**config.mk**
```make
export PLATFORM = sky130hd
export DESIGN_NAME = uart_periph
export DESIGN_NICKNAME = d
export VERILOG_FILES = /design/src/design/uart_pkg.sv /design/src/design/baud_timer.sv /design/src/design/uart_rx.sv /design/src/design/uart_tx.sv /design/src/design/uart_regs.sv /design/src/design/uart_periph.sv
export SDC_FILE = /design/constraint.sdc
export NUM_CORES = 1
export LEC_CHECK = 0
export BUFFER_PORTS_ARGS = -buffer_cell sky130_fd_sc_hd__buf_2
export CAP_MARGIN = 20
export CORE_AREA = 2 2 120 122
export CTS_CLUSTER_SIZE = 20
export DETAILED_ROUTE_END_ITERATION = 6
export DIE_AREA = 0 0 122 124
export GPL_TIMING_DRIVEN = 0
export PLACE_DENSITY = 0.45
export SYNTH_ARGS = -nofsm -noshare
export SYNTH_HDL_FRONTEND = slang
export SYNTH_SLANG_ARGS = --single-unit
```
**constraint.sdc**
```tcl
create_clock -name r_Clock -period 2.4 [get_ports r_Clock]
set_input_delay 0 -clock r_Clock [delete_from_list [all_inputs] [get_ports r_Clock]]
set_output_delay 0 -clock r_Clock [all_outputs]
set_load 0.01 [all_outputs]
```
**src/design/uart_pkg.sv**
```systemverilog
// Shared widths, host register map and state types for the UART peripheral
// Every RTL module that needs one of these takes them by a wildcard import
package uart_pkg;

	// Data and address widths
	localparam int DATA_W = 8;
	localparam int ADDR_W = 16;

	typedef logic [DATA_W-1:0] byte_t;
	typedef logic [ADDR_W-1:0] addr_t;

	//////////////////////////////////////////////////
	// Host register map
	//////////////////////////////////////////////////
	// Write sends a byte, read returns the last received byte
	localparam addr_t DATA_ADDR = 16'h9000;
	// Read returns flags, write sets the interrupt enables
	localparam addr_t STAT_ADDR = 16'h9001;

	// Status byte bit positions, others read 0
	localparam int ST_RX_VALID = 0;
	localparam int ST_TX_READY = 1;
	localparam int ST_OVERRUN  = 2;
	localparam int ST_IE_RX    = 6;
	localparam int ST_IE_TX    = 7;

	//////////////////////////////////////////////////
	// State and access types
	//////////////////////////////////////////////////
	typedef enum logic [2:0] {RX_IDLE, RX_START, RX_DATA, RX_STOP, RX_CLEANUP} rx_state_t;

	typedef enum logic [2:0] {TX_IDLE, TX_START, TX_DATA, TX_STOP, TX_CLEANUP} tx_state_t;

	// Decoded kind of a host access
	typedef enum logic [1:0] {ACC_NONE, ACC_DATA, ACC_STAT} reg_access_t;

endpackage

```
**src/design/baud_timer.sv**
```systemverilog
// Clock counter for one serial bit period
// Flags the mid-bit and end-of-bit points for the RX and TX state machines
`timescale 1ns/1ns

module baud_timer #(
	parameter int CLKS_PER_BIT = 434
) (
	input  logic r_Clock,
	input  logic rx_dv,
	input  logic i_clear,
	output logic o_mid,
	output logic o_bit_end
);

	// Wide enough to hold CLKS_PER_BIT-1
	localparam int CNT_W = $clog2(CLKS_PER_BIT);
	localparam logic [CNT_W-1:0] MID_CNT  = CNT_W'((CLKS_PER_BIT - 1) / 2);
	localparam logic [CNT_W-1:0] LAST_CNT = CNT_W'(CLKS_PER_BIT - 1);

	logic [CNT_W-1:0] r_count;

	// Restart on clear, wrap at end of bit
	always_ff @(posedge r_Clock or posedge rx_dv)
	begin
		if (rx_dv)
			r_count <= '0;
		else if (i_clear || o_bit_end)
			r_count <= '0;
		else
			r_count <= r_count + 1'b1;
	end

	// Decoded from the registered count
	assign o_mid     = (r_count == MID_CNT);
	assign o_bit_end = (r_count == LAST_CNT);

endmodule

```
**src/design/uart_rx.sv**
```systemverilog
// 8N1 serial receiver with a two-flop input synchronizer
// Strobes o_rx_strobe for one cycle at mid stop bit with the byte on o_rx_byte
`timescale 1ns/1ns

module uart_rx import uart_pkg::*; #(
	parameter int CLKS_PER_BIT = 434
) (
	input  logic  r_Clock,
	input  logic  rx_dv,
	input  logic  i_rx_serial,
	output logic  o_rx_strobe,
	output byte_t o_rx_byte
);

	localparam int IDX_W = $clog2(DATA_W);
	localparam logic [IDX_W-1:0] LAST_IDX = IDX_W'(DATA_W - 1);

	// Synchronizer stages, idle line level after reset
	logic r_rx_meta;
	logic r_rx_bit;

	rx_state_t        r_state;
	logic [IDX_W-1:0] r_bit_idx;
	byte_t            r_shift;

	logic w_clear;
	logic w_mid;
	logic w_bit_end;

	//////////////////////////////////////////////////
	// Input synchronizer
	//////////////////////////////////////////////////
	always_ff @(posedge r_Clock or posedge rx_dv)
	begin
		if (rx_dv)
		begin
			r_rx_meta <= 1'b1;
			r_rx_bit  <= 1'b1;
		end
		else
		begin
			r_rx_meta <= i_rx_serial;
			r_rx_bit  <= r_rx_meta;
		end
	end

	// Held at zero in idle, realigned when the start bit is confirmed
	assign w_clear = (r_state == RX_IDLE) || (r_state == RX_START && w_mid && !r_rx_bit);

	baud_timer #(
		.CLKS_PER_BIT(CLKS_PER_BIT)
	) baud_timer_i (
		.r_Clock  (r_Clock),
		.rx_dv    (rx_dv),
		.i_clear  (w_clear),
		.o_mid    (w_mid),
		.o_bit_end(w_bit_end)
	);

	//////////////////////////////////////////////////
	// Receive FSM
	//////////////////////////////////////////////////
	always_ff @(posedge r_Clock or posedge rx_dv)
	begin
		if (rx_dv)
		begin
			r_state     <= RX_IDLE;
			r_bit_idx   <= '0;
			o_rx_strobe <= 1'b0;
		end
		else
		begin
			o_rx_strobe <= 1'b0;
			case (r_state)
				RX_IDLE:
				begin
					r_bit_idx <= '0;
					// Falling edge of the start bit
					if (!r_rx_bit)
						r_state <= RX_START;
				end
				RX_START:
				begin
					// Still low at mid-start, otherwise a glitch
					if (w_mid)
						r_state <= r_rx_bit ? RX_IDLE : RX_DATA;
				end
				RX_DATA:
				begin
					if (w_bit_end)
					begin
						r_bit_idx <= r_bit_idx + 1'b1;
						if (r_bit_idx == LAST_IDX)
							r_state <= RX_STOP;
					end
				end
				RX_STOP:
				begin
					// Mid stop bit, value not checked
					if (w_bit_end)
					begin
						o_rx_strobe <= 1'b1;
						r_state     <= RX_CLEANUP;
					end
				end
				RX_CLEANUP:
					r_state <= RX_IDLE;
				default:
					r_state <= RX_IDLE;
			endcase
		end
	end

	// Deserializer, LSB arrives first and ends up in bit 0
	always_ff @(posedge r_Clock)
	begin
		if (r_state == RX_DATA && w_bit_end)
			r_shift <= {r_rx_bit, r_shift[DATA_W-1:1]};
	end

	assign o_rx_byte = r_shift;

	// One strobe per frame
	a_strobe_single: assert property (@(posedge r_Clock) disable iff (rx_dv)
		o_rx_strobe |=> !o_rx_strobe)
		else $error("uart_rx: o_rx_strobe high for two cycles");

endmodule

```
**src/design/uart_tx.sv**
```systemverilog
// 8N1 serial transmitter
// Takes a start strobe only while idle and sends start, 8 data bits LSB first, stop
`timescale 1ns/1ns

module uart_tx import uart_pkg::*; #(
	parameter int CLKS_PER_BIT = 434
) (
	input  logic  r_Clock,
	input  logic  rx_dv,
	input  logic  i_tx_start,
	input  byte_t i_tx_byte,
	output logic  o_tx_busy,
	output logic  o_tx_serial
);

	localparam int IDX_W = $clog2(DATA_W);
	localparam logic [IDX_W-1:0] LAST_IDX = IDX_W'(DATA_W - 1);

	tx_state_t        r_state;
	logic [IDX_W-1:0] r_bit_idx;
	byte_t            r_shift;

	logic w_clear;
	logic w_bit_end;

	// Timer parked at zero so the start bit gets a full period
	assign w_clear = (r_state == TX_IDLE);

	baud_timer #(
		.CLKS_PER_BIT(CLKS_PER_BIT)
	) baud_timer_i (
		.r_Clock  (r_Clock),
		.rx_dv    (rx_dv),
		.i_clear  (w_clear),
		.o_mid    (),
		.o_bit_end(w_bit_end)
	);

	//////////////////////////////////////////////////
	// Transmit FSM
	//////////////////////////////////////////////////
	always_ff @(posedge r_Clock or posedge rx_dv)
	begin
		if (rx_dv)
		begin
			r_state     <= TX_IDLE;
			r_bit_idx   <= '0;
			o_tx_serial <= 1'b1;
		end
		else
		begin
			case (r_state)
				TX_IDLE:
				begin
					r_bit_idx <= '0;
					// Start bit goes out on the same edge
					if (i_tx_start)
					begin
						o_tx_serial <= 1'b0;
						r_state     <= TX_START;
					end
				end
				TX_START:
				begin
					if (w_bit_end)
					begin
						o_tx_serial <= r_shift[0];
						r_state     <= TX_DATA;
					end
				end
				TX_DATA:
				begin
					if (w_bit_end)
					begin
						r_bit_idx <= r_bit_idx + 1'b1;
						if (r_bit_idx == LAST_IDX)
						begin
							// Stop bit
							o_tx_serial <= 1'b1;
							r_state     <= TX_STOP;
						end
						else
							o_tx_serial <= r_shift[0];
					end
				end
				TX_STOP:
				begin
					if (w_bit_end)
						r_state <= TX_CLEANUP;
				end
				// One extra cycle before the next frame
				TX_CLEANUP:
					r_state <= TX_IDLE;
				default:
					r_state <= TX_IDLE;
			endcase
		end
	end

	// Serializer, bit 0 is always the next bit to send
	always_ff @(posedge r_Clock)
	begin
		if (r_state == TX_IDLE && i_tx_start)
			r_shift <= i_tx_byte;
		else if (w_bit_end && (r_state == TX_START || r_state == TX_DATA))
			r_shift <= {1'b0, r_shift[DATA_W-1:1]};
	end

	assign o_tx_busy = (r_state != TX_IDLE);

	a_idle_high: assert property (@(posedge r_Clock) disable iff (rx_dv)
		(r_state == TX_IDLE) |-> o_tx_serial)
		else $error("uart_tx: line low while idle");

endmodule

```
**src/design/uart_regs.sv**
```systemverilog
// Host register block: data and status registers, RX flags and interrupt logic
// Single-cycle read and write strobes, read data registered one cycle later
`timescale 1ns/1ns

module uart_regs import uart_pkg::*; (
	input  logic  r_Clock,
	input  logic  rx_dv,
	// Host port
	input  addr_t i_addr,
	input  byte_t i_wdata,
	input  logic  i_wr,
	input  logic  i_rd,
	output byte_t o_rdata,
	// Receiver side
	input  logic  i_rx_strobe,
	input  byte_t i_rx_byte,
	// Transmitter side
	input  logic  i_tx_busy,
	output logic  o_tx_start,
	output byte_t o_tx_byte,
	output logic  o_irq
);

	reg_access_t w_acc;
	logic        w_data_rd;
	logic        w_data_wr;
	logic        w_stat_wr;
	logic        w_tx_ready;
	byte_t       w_status;

	// Received byte and its flags
	byte_t r_rx_byte;
	logic  r_rx_valid;
	logic  r_overrun;

	// Interrupt enables
	logic r_ie_rx;
	logic r_ie_tx;

	//////////////////////////////////////////////////
	// Address decode
	//////////////////////////////////////////////////
	always_comb
	begin
		if (i_addr == DATA_ADDR)
			w_acc = ACC_DATA;
		else if (i_addr == STAT_ADDR)
			w_acc = ACC_STAT;
		else
			w_acc = ACC_NONE;
	end

	assign w_data_rd = i_rd && (w_acc == ACC_DATA);
	assign w_data_wr = i_wr && (w_acc == ACC_DATA);
	assign w_stat_wr = i_wr && (w_acc == ACC_STAT);

	// A start strobe still in flight counts as busy
	assign w_tx_ready = !(i_tx_busy || o_tx_start);

	// Status byte
	always_comb
	begin
		w_status              = '0;
		w_status[ST_RX_VALID] = r_rx_valid;
		w_status[ST_TX_READY] = w_tx_ready;
		w_status[ST_OVERRUN]  = r_overrun;
		w_status[ST_IE_RX]    = r_ie_rx;
		w_status[ST_IE_TX]    = r_ie_tx;
	end

	//////////////////////////////////////////////////
	// Control registers
	//////////////////////////////////////////////////
	always_ff @(posedge r_Clock or posedge rx_dv)
	begin
		if (rx_dv)
		begin
			o_rdata    <= '0;
			r_rx_valid <= 1'b0;
			r_overrun  <= 1'b0;
			r_ie_rx    <= 1'b0;
			r_ie_tx    <= 1'b0;
			o_tx_start <= 1'b0;
		end
		else
		begin
			// Read data, held until the next read
			if (i_rd)
			begin
				case (w_acc)
					ACC_DATA: o_rdata <= r_rx_byte;
					ACC_STAT: o_rdata <= w_status;
					default:  o_rdata <= '0;
				endcase
			end

			// New byte wins over a data read in the same cycle
			if (i_rx_strobe)
			begin
				r_rx_valid <= 1'b1;
				r_overrun  <= r_rx_valid && !w_data_rd;
			end
			else if (w_data_rd)
			begin
				r_rx_valid <= 1'b0;
				r_overrun  <= 1'b0;
			end

			if (w_stat_wr)
			begin
				r_ie_rx <= i_wdata[ST_IE_RX];
				r_ie_tx <= i_wdata[ST_IE_TX];
			end

			// One-cycle kick to the transmitter
			o_tx_start <= w_data_wr;
		end
	end

	// Payload holding registers
	always_ff @(posedge r_Clock)
	begin
		if (i_rx_strobe)
			r_rx_byte <= i_rx_byte;
		if (w_data_wr)
			o_tx_byte <= i_wdata;
	end

	assign o_irq = (r_ie_tx && w_tx_ready) || (r_ie_rx && r_rx_valid);

	a_no_rd_wr: assert property (@(posedge r_Clock) disable iff (rx_dv)
		!(i_wr && i_rd))
		else $error("uart_regs: read and write strobes together");

endmodule

```
**src/design/uart_periph.sv**
```systemverilog
// UART peripheral top level
// Host register port on one side, serial RX/TX lines and the interrupt on the other
`timescale 1ns/1ns

module uart_periph import uart_pkg::*; #(
	// 50 MHz at 115200 baud
	parameter int CLKS_PER_BIT = 434
) (
	input  logic  r_Clock,
	input  logic  rx_dv,
	input  addr_t i_addr,
	input  byte_t i_wdata,
	input  logic  i_wr,
	input  logic  i_rd,
	output byte_t o_rdata,
	input  logic  i_rx_serial,
	output logic  o_tx_serial,
	output logic  o_irq
);

	// Register block to transmitter
	logic  w_tx_start;
	byte_t w_tx_byte;
	logic  w_tx_busy;

	// Receiver to register block
	logic  w_rx_strobe;
	byte_t w_rx_byte;

	uart_regs uart_regs_i (
		.r_Clock    (r_Clock),
		.rx_dv      (rx_dv),
		.i_addr     (i_addr),
		.i_wdata    (i_wdata),
		.i_wr       (i_wr),
		.i_rd       (i_rd),
		.o_rdata    (o_rdata),
		.i_rx_strobe(w_rx_strobe),
		.i_rx_byte  (w_rx_byte),
		.i_tx_busy  (w_tx_busy),
		.o_tx_start (w_tx_start),
		.o_tx_byte  (w_tx_byte),
		.o_irq      (o_irq)
	);

	uart_rx #(
		.CLKS_PER_BIT(CLKS_PER_BIT)
	) uart_rx_i (
		.r_Clock    (r_Clock),
		.rx_dv      (rx_dv),
		.i_rx_serial(i_rx_serial),
		.o_rx_strobe(w_rx_strobe),
		.o_rx_byte  (w_rx_byte)
	);

	uart_tx #(
		.CLKS_PER_BIT(CLKS_PER_BIT)
	) uart_tx_i (
		.r_Clock    (r_Clock),
		.rx_dv      (rx_dv),
		.i_tx_start (w_tx_start),
		.i_tx_byte  (w_tx_byte),
		.o_tx_busy  (w_tx_busy),
		.o_tx_serial(o_tx_serial)
	);

endmodule

```
==> flow_summary_export.csv <==
group,metric,value,unit
sta,clock_skew,7.321,ps
power_and_ir_drop,powerDensity,684.3,nW/um^2
yosys,synth_cell_types,48,
clocking,cts_sinks,79,
sta,slew_headroom,0.5202,
drt,drc,0,
clocking,ctsLongestPathBuffers,2,
yosys,synth_area,3421,sq um
yosys,ys.flop_type,"dfrtp_1",
clocking,cts_root_buffer,"clkbuf_16",
drt,ant_nets,0,
worst_setup_path,crit_family,"compound AO/OA/AOI/OAI gates",
worst_setup_path,endpoint_kind,"flop",
yosys,synth_area_leaders,"dfrtp_1, edfxtp_1, mux2_2",
grt,grt_max_degree,39,
outcome,status,"completed",
yosys,ys_seq_area_frac,0.6258,
worst_setup_path,critPathMaxFanout,10,
drt,wl_per_cell,12.26,um
yosys,netlist.area_leader.share,0.3219,
grt,antenna_found_initial,0,
die,dieArea,15130,sq um
drt,drt_first_pass_iters,4,
yosys,synth_edf_count,32,
power_and_ir_drop,max-vdd-ir-drop,368.4,uV
yosys,netlist_instances,269,
hold_path,hp-class,"input pin to flop",
grt,first_global_vias,2215,
clocking,insertion_delay,330,ps
die,die_width,122,um
yosys,synth_seq_cells,79,
worst_setup_path,crit_chain,"or4b_4 > o22ai_2 > o311a_2",
drt,via_count,2172,
finish,area_growth,24.87,%
finish,drive_gt1_frac,0.2681,
die,num_io_pins,39,
grt,grtUsageTotal,0.09165,
grt,grt-ovfl-total,0,
die,fp.dieH,124,um
sta,layout_min_cycle_time,2186,ps
clocking,clk_pin_slew,60,ps
worst_setup_path,cp.arrival,2200,ps
yosys,synth_top_area_cell,"dfrtp_1",
sta,setup_viol,0,
sta,slew_viol_final,0,
die,rows,43,
power_and_ir_drop,power.total,2.923,mW
drt,vias_per_cell,4.242,
finish,fill_cells,1387,
placed_design,placed_area,3846,sq um
power_and_ir_drop,p_leak,1.694,nW
sta,hold_viol,0,
clocking,cts-buffers-inserted,9,
worst_setup_path,criticalPathCategory,"flop to flop",
sta,post-route-period-util,0.9108,
clocking,ctsHtreeMaxLevel,3,
grt,grt_pass1_wl,10.92,mm
clocking,cts_tree,"yes",
worst_setup_path,start_kind,"flop",
finish,fin_nets,365,
finish,fin_area,4272,sq um
yosys,syn_avg_cell_area,12.72,sq um
drt,wl,6.275,mm
finish,antenna_cells,0,
yosys,synthArstFlopShare,0.5949,
sta,fmax,457.5,MHz
flow_run,max_cap_violations,0,
worst_setup_path,critPathRequiredTime,2420,ps
die,start_util,0.2493,
yosys,synth_nets,307,
sta,worst_slew_pin_slew,718.6,ps
sta,grt_setup_unrepaired,"false",
worst_setup_path,cpPeakStageDelay,570,ps
yosys,synth.most_common_cell,"dfrtp_1",
placed_design,gp_congestion,0.6832,
drt,drt_iter0_markers,155,
placed_design,numPortBuffers,36,
die,core-area,13720,sq um
placed_design,dpl.hpwl,4.235,mm
yosys,yosys-top-cells-count,"dfrtp_1, edfxtp_1, nor2_1",
worst_setup_path,crit_path_top_delay_cell,"or4b_4",
yosys,yosys_warnings,0,
worst_setup_path,crit_buf_inv,0,
per-layer routing:
metal / GRT usage / wire, um / up-vias
li1: - / - / 1082
met1: 0.1203 / 3177 / 1039
met2: 0.1421 / 2772 / 47
met3: 0.03388 / 279 / 4
met4: 0.02586 / 45 / 0
met5: 0 / 0 / -
power breakdown:
| group | switching, mW | total (mW) | internal, mW |
|---|---|---|---|
| sequential | 0.00154 | 1.41 | 1.40 |
| clock | 0.536 | 1.45 | 0.912 |
| combinational | 0.0337 | 0.0694 | 0.0357 |
| total | 0.572 | 2.92 | 2.35 |
worst reg2reg max path: cells and delay by family, from the launching register on:
family,cells,cell delay (ps)
AOI/OAI and AO/OA,2,880
and+or+nand+nor,1,570
DFF,1,430
state kept, by name, indices dropped and copies added, names as in the netlist, 3 cells and up:
name and flops:
uart_regs_i.o_tx_byte 8, uart_tx_i.baud_timer_i.r_count 9, uart_rx_i.o_rx_byte 8, uart_rx_i.baud_timer_i.r_count 9, uart_tx_i.r_shift 8, uart_regs_i.o_rdata 8
uart_tx_i.r_state 3, uart_tx_i.r_bit_idx 3, uart_rx_i.r_bit_idx 3, uart_rx_i.r_state 3, uart_regs_i.r_rx_byte 8
layout by cell type (no fill, tap or decap), types with 3 or more instances in the layout:
cell,synthesis,routed
a21oi_1,4,4
a22o_1,3,3
a31o_2,3,3
and2_1,3,3
buf_2,1,37
clkbuf_1,4,4
clkbuf_16,0,9
dfrtp_1,44,44
dfstp_2,3,3
dlygate4sd3_1,0,10
edfxtp_1,32,32
ha_1,9,9
inv_1,19,18
mux2_2,16,16
mux2i_1,4,4
nand2_1,11,11
nand3_1,7,7
nand4_1,5,5
nor2_1,32,32
nor2b_1,4,4
nor3_1,5,4
nor3_2,2,3
nor4_1,4,4
nor4b_1,3,3
o21ai_0,4,4
o22ai_1,4,4
or3_1,3,3
xnor2_1,9,9
xor2_1,5,5
cell families (layout without fill, tap and decap cells):
logic type / after synthesis / count (layout) / synth area share
fa+ha+maj: 9 / 9 / 0.03292
xor+xnor: 14 / 14 / 0.03585
simple gates: 89 / 89 / 0.1379
flops: 79 / 79 / 0.6258
buf+inv: 26 / 89 / 0.03109
compound gates: 32 / 32 / 0.07206
mux: 20 / 20 / 0.06437
per-stage QoR:
stage          instances    util  setup slack, ps  hold WS, ps  TNS [ps]
3_5_place_dp         486  0.2803           -27.75       -49.78    -220.1
4_1_cts              512  0.3113            50.31        96.01         0
3_3_place_gp         485  0.2789            36.30        108.5         0
5_1_grt              512  0.3114            109.8        109.6         0
2_1_floorplan        269       -            384.8        4.478         0
6_report             512  0.3114            214.1        118.9         0
final cells by class:
type | count | area (sq um) | share of cell area
flip-flops and latches | 79 | 2141 | 0.5012
clock inverters | 7 | 93.84 | 0.02197
clock buffers | 9 | 225.2 | 0.05272
multi-input cells | 164 | 1180 | 0.2762
plain buffers | 7 | 35.03 | 0.008202
well taps | 180 | 225.2 | 0.05272
repair buffers | 47 | 300.3 | 0.07030
inverters | 19 | 71.32 | 0.01670
final timing paths:
kind | start | end | slack, ps | depth (start not counted)
setup reg to reg | uart_tx_i.baud_timer_i.r_count[3] | uart_tx_i.r_shift[7] | 210 | 3
min in group asynchronous | rx_dv | uart_regs_i.o_rdata[1] | 150 | 3
hold / removal | i_wr | uart_regs_i.r_ie_rx | 120 | 4
setup / recovery | uart_tx_i.baud_timer_i.r_count[3] | uart_tx_i.r_shift[7] | 210 | 3
max in group asynchronous | rx_dv | uart_tx_i.o_tx_serial | 1700 | 4
hold reg to reg | uart_rx_i.r_rx_meta | uart_rx_i.r_rx_bit | 360 | 0
what timing repair did:
action | CTS | global route
hold buffers | 10 | 0
gates resized for setup | 1 | 1
setup buffers | 0 | 0
hold endpoints to repair | 55 | 0
endpoints found under the setup margin | 8 | 9
Power figures use the tool's default switching activity.
